--- config.mk ---
export PLATFORM = sky130hd
export DESIGN_NAME = prediction_merge
export DESIGN_NICKNAME = d
export VERILOG_FILES = /design/src/hw/bp_pkg.sv /design/src/hw/prediction_merge.sv
export VERILOG_INCLUDE_DIRS = /design/src /design/src/include
export SDC_FILE = /design/constraint.sdc
export NUM_CORES = 1
export LEC_CHECK = 0
export ABC_CLOCK_PERIOD_IN_PS = 3000
export BUFFER_PORTS_ARGS = -buffer_cell sky130_fd_sc_hd__buf_2
export CORE_AREA = 2 2 71 73
export DETAILED_ROUTE_END_ITERATION = 8
export DIE_AREA = 0 0 73 75
export GPL_ROUTABILITY_DRIVEN = 0
export GPL_TIMING_DRIVEN = 0
export PLACE_DENSITY = 0.78
export SETUP_SLACK_MARGIN = 0.05
export SYNTH_ARGS = -nofsm -noshare
export SYNTH_HDL_FRONTEND = slang
export SYNTH_SLANG_ARGS = --single-unit
--- constraint.sdc ---
create_clock -name clk -period 3 [get_ports clk]
set_input_delay 0.3 -clock clk [delete_from_list [all_inputs] [get_ports clk]]
set_output_delay 0.3 -clock clk [all_outputs]
set_load 0.01 [all_outputs]
--- src/include/bp_defs.svh ---
// Branch predictor sizing
`ifndef BP_DEFS_SVH
`define BP_DEFS_SVH

// Fetch address
`define BP_ADDR_W       32          // Byte address width

// Table geometry
`define BP_DEPTH        512         // Entries per table
`define BP_INDEX_W      9           // log2 of BP_DEPTH
`define BP_INDEX_LSB    2           // Index from pc[10:2]

// Partial tag above the index
`define BP_TAG_LSB      11          // First bit past the index
`define BP_TAG_W        12          // Tag from pc[22:11]

// Targets are word aligned, low two bits dropped
`define BP_TARGET_W     30          // Stored target width in words

`endif

--- src/hw/bp_pkg.sv ---
// Branch predictor types
`include "bp_defs.svh"

package bp_pkg;

    // Two bit saturating direction counter
    // 0,1 predict not taken and 2,3 predict taken
    // Upper bit alone gives the direction
    typedef logic [1:0] counter_t;

    // One target table entry, 43 bits packed
    typedef struct packed {
        logic                    valid;     // Entry written at least once
        logic [`BP_TAG_W-1:0]    tag;       // Partial tag of branch pc
        logic [`BP_TARGET_W-1:0] target;    // Target address in words
    } btb_entry_t;

endpackage

--- src/hw/prediction_merge.sv ---
// Prediction merge stage
`timescale 1ns/100ps
`include "bp_defs.svh"

module prediction_merge (
    input  logic                  clk,
    input  logic                  rst_n,
    input  logic                  fetch_valid,
    input  logic [`BP_ADDR_W-1:0] fetch_pc,
    input  logic                  btb_hit,
    input  logic [`BP_ADDR_W-1:0] btb_target,
    input  bp_pkg::counter_t      dir_counter,
    output logic                  pred_valid,
    output logic                  pred_hit,
    output logic                  pred_taken,
    output logic [`BP_ADDR_W-1:0] pred_target,
    output bp_pkg::counter_t      pred_counter
);

    localparam logic [`BP_ADDR_W-1:0] INSTR_BYTES = 4;     // Sequential fetch step

    logic [`BP_ADDR_W-1:0] fetch_pc_q;      // Lookup pc aligned with table outputs

    // Strobe tracks the RAM read latency
    always_ff @(posedge clk) begin
        if (!rst_n) begin
            pred_valid <= 1'b0;
        end else begin
            pred_valid <= fetch_valid;
        end
    end

    // Holds along with the RAM outputs
    always_ff @(posedge clk) begin
        if (fetch_valid) begin
            fetch_pc_q <= fetch_pc;
        end
    end

    assign pred_hit     = btb_hit;
    assign pred_taken   = btb_hit && dir_counter[1];   // Upper bit is the direction
    assign pred_counter = dir_counter;                 // Returned with the update later

    // Known branch uses its target, anything else falls through
    assign pred_target = btb_hit ? btb_target : fetch_pc_q + INSTR_BYTES;

endmodule

[Word level (Yosys, flattened, before mapping)]
Index checks and enable logic that the tools add are counted.
Storage, ports and cells
  word-level logic and storage cells: 5
  output and inout bits: 37
  input bits: 70
  register bits: 33
Cells by class
  add/subtract/negate cells: 1
  muxes and demuxes: 1
  reduce and logical (&&, ||, !) cells: 1
Operators by type and width (count)
  32-bit by 3-bit adder with 32-bit output, second input constant: 1
  32-bit two-way mux: 1
  1-bit logical AND: 1

[Logic depth before layout (Yosys ltp)]
Gate-level depths: netlist of run 1.
  depth in word-level cells: 2
  depth in mapped cells: 6
  depth with buffers taken out: 5

[Worst setup path before layout of run 1]
OpenSTA, ideal clock, no wires.
  kind: register -> output
  from: register fetch_pc_q[2]
  to: output port pred_target[28]
  buffers on the path: 0
  data arrival time: 2.110 ns
  cell stages (with the launch flop): 6
  data required time: 2.700 ns
  setup slack: 0.590 ns
  cells stage by stage: edfxtp_1 ha_1 nand3_1 or3_2 or4b_2 a31oi_1
On the way
  cells in the longest elaborated chain, start to end: 2
Ends and longest elaborated chain
  start: declaration: line prediction_merge.sv:22  | logic [`BP_ADDR_W-1:0] fetch_pc_q;
  start signal: assignment: line prediction_merge.sv:36  | fetch_pc_q <= fetch_pc;
  32-bit by 3-bit adder with 32-bit output: line prediction_merge.sv:45  | assign pred_target = btb_hit ? btb_target : fetch_pc_q + INSTR_BYTES;
  32-bit two-way mux: line prediction_merge.sv:45
  end: declaration: line prediction_merge.sv:16  | output logic [`BP_ADDR_W-1:0] pred_target,
Every way passes these cells.

[Worst setup path after layout of run 1]
  from: register fetch_pc_q[13]
  to: output port pred_target[31]
Same word-level chain as after synthesis.

==> results of run 1 <==
## worst max-delay path by stage
| stage | from | endpoint | slack [ns] | depth (start not counted) |
|---|---|---|---|---|
| floorplan | fetch_pc_q[2]$_DFFE_PP_ | pred_target[28] | 0.59 | 5 |
| global placement | fetch_pc_q[2]$_DFFE_PP_ | pred_target[22] | 0.31 | 7 |
| detailed placement | fetch_pc_q[2]$_DFFE_PP_ | pred_target[22] | 0.27 | 7 |
| CTS | fetch_pc_q[2]$_DFFE_PP_ | pred_target[22] | 0.05 | 7 |
| global route | fetch_pc_q[4]$_DFFE_PP_ | pred_target[31] | 0.05 | 6 |
| finish | fetch_pc_q[13]$_DFFE_PP_ | pred_target[31] | 0.20 | 5 |
## area by class of cell
class,count,area share
multi-input cells,160,0.368
flip-flops and latches,33,0.355
repair buffers,104,0.188
clock buffers,8,0.0326
plain buffers,14,0.0249
well taps,54,0.0245
inverters,5,0.00679
## kinds of logic after synthesis
logic type               count (synthesis)
AO/OA/AOI/OAI                           40
multiplexers                             3
flip-flops                              33
XOR/XNOR                                14
AND/OR/NAND/NOR                        102
buffers and inverters                   19
adder cells (fa/ha/maj)                  1
## stage by stage
| step | util | hold slack, ns | cells | instance area, um2 |
|---|---|---|---|---|
| CTS | 0.587 | 0.186 | 378 | 2740 |
| global placement | 0.567 | 0.476 | 370 | 2640 |
| detailed placement | 0.567 | 0.478 | 370 | 2640 |
| global route | 0.593 | 0.178 | 378 | 2760 |
| floorplan | - | 0.399 | 212 | 2050 |
| finish | 0.593 | 0.192 | 378 | 2760 |
## critical path: cells and delay by family (launching register included)
family | cells | cell delay, ns
simple gates | 3 | 1.29
flops | 1 | 0.47
compound gates | 1 | 0.32
buf+inv | 1 | 0.14
## power groups by stage
stage	clock, mW	sequential [mW]	combinational [mW]
detailed placement	0	0.597	0.223
global route	0.359	0.597	0.253
floorplan	0	0.588	0.116
finish	0.332	0.592	0.225
global placement	0	0.595	0.219
CTS	0.339	0.588	0.225
## flip-flops by register name (all words and copies together) (netlist names)
| register | cells |
|---|---|
| pred_valid | 1 |
| fetch_pc_q | 32 |
## what timing repair did
action                                  in CTS  in global routing
resized for setup                            1                  7
pin swaps                                    0                  1
hold buffers                                 0                  0
endpoints found under the setup margin       4                  6
## routing by layer
metal  track usage  vias up  share of wire
met1         0.250      913           0.41
li1              -     1030              -
met3        0.0455       12          0.077
met4        0.0844        0          0.022
met2         0.336       87           0.49
met5             0        -              0
## synthesized netlist by cell type (all sizes together), types with 7 or more instances
library cell | count | area, um2
a31oi | 9 | 56.3
clkbuf | 8 | 30.0
edfxtp | 32 | 961
nand2 | 25 | 93.8
nand3 | 15 | 75.1
nand4 | 7 | 65.1
nor2 | 14 | 52.6
o21ai | 21 | 105
xnor2 | 12 | 105
==> results_dict.tcl, run 1 <==
set metrics [dict create \
    status "completed" \
    die_area_um2 5480 \
    critical_path_class "reg -> out" \
    numClockSinks 33 \
    dieWidth_um 73 \
    critPathSlowestCell "or4b_2" \
    min_period_ns 2.80 \
    holdPathStages 1 \
    worst_setup_path_end_kind "output pin" \
    via_per_inst 5.40 \
    final_cell_mix "108 x buf_2, 32 x edfxtp_1, 25 x nand2_1" \
    critPathMaxFanout 6 \
    clockRootBuffer "clkbuf_8" \
    p_total_mw 1.15 \
    synth_compound_area_frac 0.121 \
    dp_slack_ns 0.275 \
    grt_pass1_vias 1858 \
    postCtsSetupBuffers 0 \
    synth_nets 283 \
    synth_cells 212 \
    cts_tree "built" \
    layout_worst_path_cycle_share 0.932 \
    drcViolationCount 0 \
    p_sw_frac 0.263 \
    multi_input_area_um2 1020 \
    synthSimpleGateAreaFrac 0.277 \
    fp.coreArea_um2 4660 \
    tightest_slew_ns 0.712 \
    relSlewSlack 0.525 \
    synth_top_family_by_area "simple AND/OR/NAND/NOR gates" \
    ir_drop_uv 292 \
    drtPass1Iterations 4 \
    avgSynthCellArea_um2 9.68 \
    detailedRoute.firstIterationViolations 179 \
    hold_path.class "in -> reg" \
    grt_pass1_wl_um 8370 \
    synth.distinct_cells 40 \
    seq_area_frac_synth 0.478 \
    track_usage 0.201 \
    htreeDepth 2 \
    clk_pin_slew_ns 0.06 \
    numCtsBuffers 5 \
    critical_path_arrival_ns 2.50 \
    hold_violations 0 \
    vias 2042 \
    timing.critical_path.required_ns 2.70 \
    synth_adder_area_share 0.00609 \
    area_delta_synth_final_pct 34.6 \
    p_sw_uw 302 \
    grt_max_degree 34 \
    drv_cap 0 \
    p_seq_frac 0.515 \
    startpoint_type "flip-flop" \
    clockBufferDepth 2 \
    drive_gt1_frac 0.398 \
    io_buffer_count 104 \
    antenna_found_initial 0 \
    setup_slack_ns 0.203 \
    muxShareOfSynthArea 0.0165 \
    ios 107 \
    overflow 0 \
    num_rows 25 \
    dieHeight_um 75 \
    ys_ff_latch 33 \
    regArea_um2 981 \
    diodes 0 \
    slew_viol_final 0 \
    setup_violations 0 \
    async_flop_share 0 \
    finalSetupTns_ns 0 \
    synth_edf_count 32 \
    p_int_uw 847 \
    layout.nets 394 \
    detail_route.wirelength_um 5340 \
    p_leak_nw 1.10 \
    fillers 423 \
    holdCritStartpoint "fetch_pc[12]" \
    antenna_left 0 \
    synth_xor_area_frac 0.0597 \
    initial_core_util 0.441 \
    pwr-share-comb 0.196 \
    synth_area_um2 2050 \
    whs_endpoint "fetch_pc_q[12]$_DFFE_PP_" \
    yosysWarningCount 0 \
    dp_hpwl_um 4110 \
    path_cells "nand3_1 > or4b_2 > or3_1 > a221o_1 > buf_2" \
    max_stage_delay_ns 0.77 \
    powerDensity_nw_per_um2 416 \
    rsz0062_at_grt "no" \
    fmax_mhz 358 \
    ys_dominant_reg_cell "edfxtp_1" \
    wl_per_cell_um 14.1 \
    layout_commonest_cell "buf_2" \
    p_clk_frac 0.289 \
]
No activity file was read; power rests on OpenSTA's default activity.
==> run 2, diff against run 1 <==
--- a/config.mk
+++ b/config.mk
@@ -6,11 +6,12 @@
 export SDC_FILE = /design/constraint.sdc
 export NUM_CORES = 1
 export LEC_CHECK = 0
+export ABC_AREA = 1
 export ABC_CLOCK_PERIOD_IN_PS = 3000
 export BUFFER_PORTS_ARGS = -buffer_cell sky130_fd_sc_hd__buf_2
-export CORE_AREA = 2 2 71 73
+export CORE_AREA = 2 2 74 76
 export DETAILED_ROUTE_END_ITERATION = 8
-export DIE_AREA = 0 0 73 75
+export DIE_AREA = 0 0 76 78
 export GPL_ROUTABILITY_DRIVEN = 0
 export GPL_TIMING_DRIVEN = 0
 export PLACE_DENSITY = 0.78
==> results_dict.tcl, run 2 <==
set metrics [dict create \
    status "completed" \
    seq_area_frac_synth 0.425 \
    grt_use_met2 0.396 \
    final_cell_mix "136 x nand2_1, 105 x buf_2, 37 x nor2_1" \
    yosysMostFrequentCell "nand2_1" \
    finalSetupTns_ns 0 \
    use_met1 0.246 \
    critPathMaxFanout 6 \
    path_delay_family "simple AND/OR/NAND/NOR gates" \
    ios 107 \
    drcViolationCount 0 \
    io_buffer_count 104 \
    layout.nets 498 \
    dieHeight_um 78 \
    p_leak_nw 1.53 \
    setup_violations 0 \
    synth_edf_count 32 \
    ys_dominant_reg_cell "edfxtp_1" \
    worst_setup_path_end_kind "output pin" \
    largest_registers "fetch_pc_q x32, pred_valid x1" \
    dp_hpwl_um 4760 \
    synth.distinct_cells 26 \
    synth_area_um2 2310 \
    cp-startpoint "fetch_pc_q[2]$_DFFE_PP_" \
    detail_route.wirelength_um 5980 \
    initial_core_util 0.458 \
    num_rows 26 \
    critical_path_class "reg -> out" \
    numClockSinks 33 \
    timing.critical_path.required_ns 2.70 \
    die_area_um2 5930 \
    multi_input_area_um2 1170 \
    grt_pass1_vias 2302 \
    track_usage 0.213 \
    tightest_slew_ns 0.699 \
    numCtsBuffers 5 \
    diodes 0 \
    rsz0062_at_grt "no" \
    overflow 0 \
    stdcell_count 498 \
    hold_path.class "in -> reg" \
    vias 2357 \
    synth_nets 387 \
    holdPathStages 1 \
    cts_resized 0 \
    cts_tree "built" \
    antenna_found_initial 0 \
    dp_cells 490 \
    min_period_ns 2.11 \
    htreeDepth 2 \
    clockRootBuffer "clkbuf_8" \
    largest_register_ffs 32 \
    critPathSlowestCell "edfxtp_1" \
    critical_path_arrival_ns 1.81 \
    fmax_mhz 475 \
    antenna_left 0 \
    max_stage_delay_ns 0.40 \
    drv_cap 0 \
    layout_worst_path_cycle_share 0.702 \
    regArea_um2 981 \
    path_cells "ha_1 > nand2_2 > nor2_8 > nand2_8 > nor2_4 > nor2_1 > o21ai_1 > buf_2" \
    yosysWarningCount 0 \
    regMostFlops "fetch_pc_q" \
    synth_cells 316 \
    grt.busiest_layer "met2" \
    postCtsSetupBuffers 0 \
    whs_endpoint "fetch_pc_q[24]$_DFFE_PP_" \
    async_flop_share 0 \
    drive_gt1_frac 0.329 \
    grt_max_degree 34 \
    avgSynthCellArea_um2 7.31 \
    cts_hold_buf 0 \
    netlist_top_cells_count "136 x nand2_1, 37 x nor2_1, 32 x edfxtp_1" \
    clockBufferDepth 2 \
    clk_pin_slew_ns 0.07 \
    relSlewSlack 0.534 \
    hold_slack_ns 0.184 \
    area_delta_synth_final_pct 29.9 \
    use_met3 0.0360 \
    grt_pass1_wl_um 10100 \
    p_total_mw 1.16 \
    via_per_inst 4.73 \
    ir_drop_uv 339 \
    holdCritStartpoint "fetch_pc[24]" \
    startpoint_type "flip-flop" \
    detailedRoute.firstIterationViolations 87 \
    fillers 461 \
    yosys-top-cells-area "edfxtp_1 42%, nand2_1 22%, nand3_1 6.5%, nor2_1 6.0%, inv_1 3.6%" \
    synth_area_leader_cell "edfxtp_1" \
    powerDensity_nw_per_um2 385 \
    drtPass1Iterations 4 \
    crit_buf_inv 1 \
    slew_viol_final 0 \
    layout_commonest_cell "nand2_1" \
    yosys.area.top_type_share 0.416 \
    fp.coreArea_um2 5040 \
    dieWidth_um 76 \
    ys_ff_latch 33 \
    hold_violations 0 \
    wl_per_cell_um 12.0 \
]
-- run 2: changes by cell type after synthesis, sizes merged, moves of 12 or more --
cell   delta
nand3    +15
nor2     +36
xnor2    -12
inv      +21
nand2   +118
o21ai    -12
-- run 2: per-layer routing --
layer / wire (um) / vias to the layer above
met3: 417 / 14
met4: 140 / 0
li1: - / 1212
met5: 0 / -
met2: 2980 / 98
met1: 2450 / 1033
-- run 2: through the flow --
| step | util | setup slack [ns] | cell area [um2] |
|---|---|---|---|
| floorplan | - | 1.41 | 2310 |
| global placement | 0.579 | 1.26 | 2920 |
| detailed placement | 0.579 | 1.19 | 2920 |
| CTS | 0.595 | 0.880 | 3000 |
| global route | 0.595 | 0.707 | 3000 |
| finish | 0.595 | 0.893 | 3000 |
-- run 2: worst max path at each step --
stage | slack (ns) | to | cells after the start
after floorplan | 1.41 | pred_target[14] | 8
after global placement | 1.26 | pred_target[28] | 10
after detailed placement | 1.19 | pred_target[24] | 10
after CTS | 0.88 | pred_target[28] | 10
after global routing | 0.71 | pred_target[24] | 10
final | 0.89 | pred_target[12] | 8
-- run 2: power breakdown --
| group | total, mW | switching (mW) | leakage, nW | internal [mW] |
|---|---|---|---|---|
| sequential | 0.585 | 0.0370 | 0.322 | 0.548 |
| clock | 0.321 | 0.160 | 0.0450 | 0.161 |
| combinational | 0.250 | 0.142 | 1.16 | 0.108 |
-- run 2: cells by family after synthesis --
logic type,Yosys count,share of synthesized area
AOI/OAI and AO/OA,14,0.0309
xor gates and xnor gates,3,0.0114
adders and majority gates,1,0.00542
buffers and inverters,36,0.0699
DFF,33,0.425
and+or+nand+nor,229,0.458
-- run 2: cell type report --
type | count | share of cell area
plain buffers | 10 | 0.0213
multi-input cells | 247 | 0.389
well taps | 70 | 0.0292
inverters | 26 | 0.0325
clock inverters | 2 | 0.00334
flip-flops and latches | 33 | 0.327
repair buffers | 104 | 0.173
clock buffers | 6 | 0.0242
==> run 3, diff against run 2 <==
--- a/config.mk
+++ b/config.mk
@@ -7,14 +7,14 @@
 export NUM_CORES = 1
 export LEC_CHECK = 0
 export ABC_AREA = 1
-export ABC_CLOCK_PERIOD_IN_PS = 3000
+export ABC_CLOCK_PERIOD_IN_PS = 1900
 export BUFFER_PORTS_ARGS = -buffer_cell sky130_fd_sc_hd__buf_2
-export CORE_AREA = 2 2 74 76
+export CORE_AREA = 2 2 77 79
 export DETAILED_ROUTE_END_ITERATION = 8
-export DIE_AREA = 0 0 76 78
+export DIE_AREA = 0 0 79 81
 export GPL_ROUTABILITY_DRIVEN = 0
 export GPL_TIMING_DRIVEN = 0
-export PLACE_DENSITY = 0.78
+export PLACE_DENSITY = 0.75
 export SETUP_SLACK_MARGIN = 0.05
 export SYNTH_ARGS = -nofsm -noshare
 export SYNTH_HDL_FRONTEND = slang
==> constraint.sdc (replaced) <==
create_clock -name clk -period 1.9 [get_ports clk]
set_input_delay 0.19 -clock clk [delete_from_list [all_inputs] [get_ports clk]]
set_output_delay 0.19 -clock clk [all_outputs]
set_load 0.01 [all_outputs]
==> results_dict.tcl, run 3 (synthesized netlist as in run 2, its figures left out) <==
set metrics [dict create \
    startpoint_type "flip-flop" \
    grt_pass1_wl_um 9100 \
    timing.critical_path.required_ns 1.71 \
    critical_path_class "reg -> out" \
    cts_tree "built" \
    final_util 0.553 \
    wl_per_cell_um 11.9 \
    io_buffer_count 104 \
    clockBufferDepth 2 \
    fillers 558 \
    critical_path_arrival_ns 1.74 \
    numCtsBuffers 5 \
    dieHeight_um 81 \
    via_per_inst 4.68 \
    antenna_left 0 \
    stdcell_count 511 \
    largest_register_ffs 32 \
    status "finished with violations" \
    diodes 0 \
    antenna_found_initial 0 \
    layout_commonest_cell "nand2_1" \
    rsz0062_at_grt "yes" \
    final_cell_mix "131 x nand2_1, 105 x buf_2, 32 x nor2_1, 32 x edfxtp_1, 28 x nand3_1" \
    hold_path.class "in -> reg" \
    dp_hpwl_um 4620 \
    critPathSlowestCell "edfxtp_1" \
    worst_setup_path_end_kind "output pin" \
    fp.coreArea_um2 5680 \
    violations "negative setup slack" \
    clk_pin_slew_ns 0.07 \
    numClockSinks 33 \
    area_delta_synth_final_pct 35.8 \
    overflow 0 \
    tightest_slew_ns 0.715 \
    ir_drop_uv 458 \
    path_cells "ha_4 > nand2_4 > nor2_8 > nand2_8 > nor2_4 > nand3_1 > nand3_2 > nand2_1 > buf_2" \
    detailedRoute.firstIterationViolations 108 \
    critPathMaxFanout 5 \
    max_stage_delay_ns 0.40 \
    grt_max_degree 34 \
    num_rows 28 \
    track_usage 0.186 \
    dp_cells 495 \
    largest_registers "fetch_pc_q x32, pred_valid x1" \
    ios 107 \
    vias 2392 \
    drtPass1Iterations 4 \
    clockRootBuffer "clkbuf_8" \
    htreeDepth 2 \
    grt_pass1_vias 2099 \
    cts_hold_buf 0 \
    powerDensity_nw_per_um2 589 \
    drcViolationCount 0 \
    layout.nets 506 \
    slew_viol_final 0 \
    initial_core_util 0.407 \
    detail_route.wirelength_um 6090 \
    relSlewSlack 0.523 \
    dieWidth_um 79 \
    die_area_um2 6400 \
    setup_slack_ns -0.0254 \
    drive_gt1_frac 0.374 \
    p_leak_nw 1.58 \
    setup_violations 8 \
    min_period_ns 1.93 \
    regMostFlops "fetch_pc_q" \
    drv_cap 0 \
    fmax_mhz 519 \
    p_total_mw 1.85 \
    hold_violations 0 \
    layout_worst_path_cycle_share 1.01 \
]
==> run 3: changes by cell type in the layout (fill, tap and decap cells not counted), moves of 2 or more <==
cell / change
nand2_1: -5
nand2_2: +4
nor2_1: -5
o21ai_1: +2
o21ai_0: -2
nor2_2: +3
nor2_4: +2
buf_4: +7
nand3_1: -2
nand3_2: +2
==> run 3: per-stage QoR <==
stage	area [um2]	setup slack [ns]	hold slack [ns]	setup TNS [ns]
2_1_floorplan	2310	0.424	0.283	0
5_1_grt	3140	-0.134	0.0700	-1.98
6_report	3140	-0.0254	0.0737	-0.0788
3_3_place_gp	2920	0.262	0.368	0
4_1_cts	3070	-0.0134	0.0678	-0.0193
3_5_place_dp	2920	0.226	0.368	0
==> run 3: area by class of cell <==
| cell class | count | area, um2 | share of cell area |
|---|---|---|---|
| sequential | 33 | 981 | 0.313 |
| timing repair buffer | 112 | 584 | 0.186 |
| clock buffer | 6 | 72.6 | 0.0231 |
| tap | 75 | 93.8 | 0.0299 |
| multi-input combinational | 247 | 1230 | 0.393 |
| buffer | 10 | 63.8 | 0.0203 |
| clock inverter | 2 | 10.0 | 0.00319 |
| inverter | 26 | 97.6 | 0.0311 |
==> run 3: what timing repair did <==
item,CTS,global route
setup endpoints to repair,15,26
resized for setup,8,13
pin swaps,7,10
setup buffers,5,3
==> run 3: report_power, final <==
group	total (mW)	internal (mW)	leakage (nW)	switching [mW]
Combinational	0.428	0.189	1.22	0.239
Sequential	0.923	0.866	0.322	0.0578
Clock	0.496	0.253	0.0450	0.243
Total	1.85	1.31	1.58	0.540
==> run 3: metal layers <==
metal / up-vias / GRT usage / share of wire
met1: 1067 / 0.225 / 0.42
met2: 85 / 0.335 / 0.50
met5: - / 0 / 0
met3: 8 / 0.0289 / 0.061
met4: 0 / 0.0724 / 0.017
li1: 1232 / - / -
==> run 3: worst max-delay path, delay by kind of cell, from the launching register on <==
family | cells | cell delay (ns)
fa+ha+maj | 1 | 0.17
simple gates | 7 | 0.74
buf+inv | 1 | 0.13
flops | 1 | 0.40
==> run 3: worst paths after layout <==
| kind | startpoint | end | cells after the start |
|---|---|---|---|
| setup / recovery | fetch_pc_q[3]$_DFFE_PP_ | pred_target[28] | 9 |
| hold / removal | fetch_pc[9] | fetch_pc_q[9]$_DFFE_PP_ | 1 |
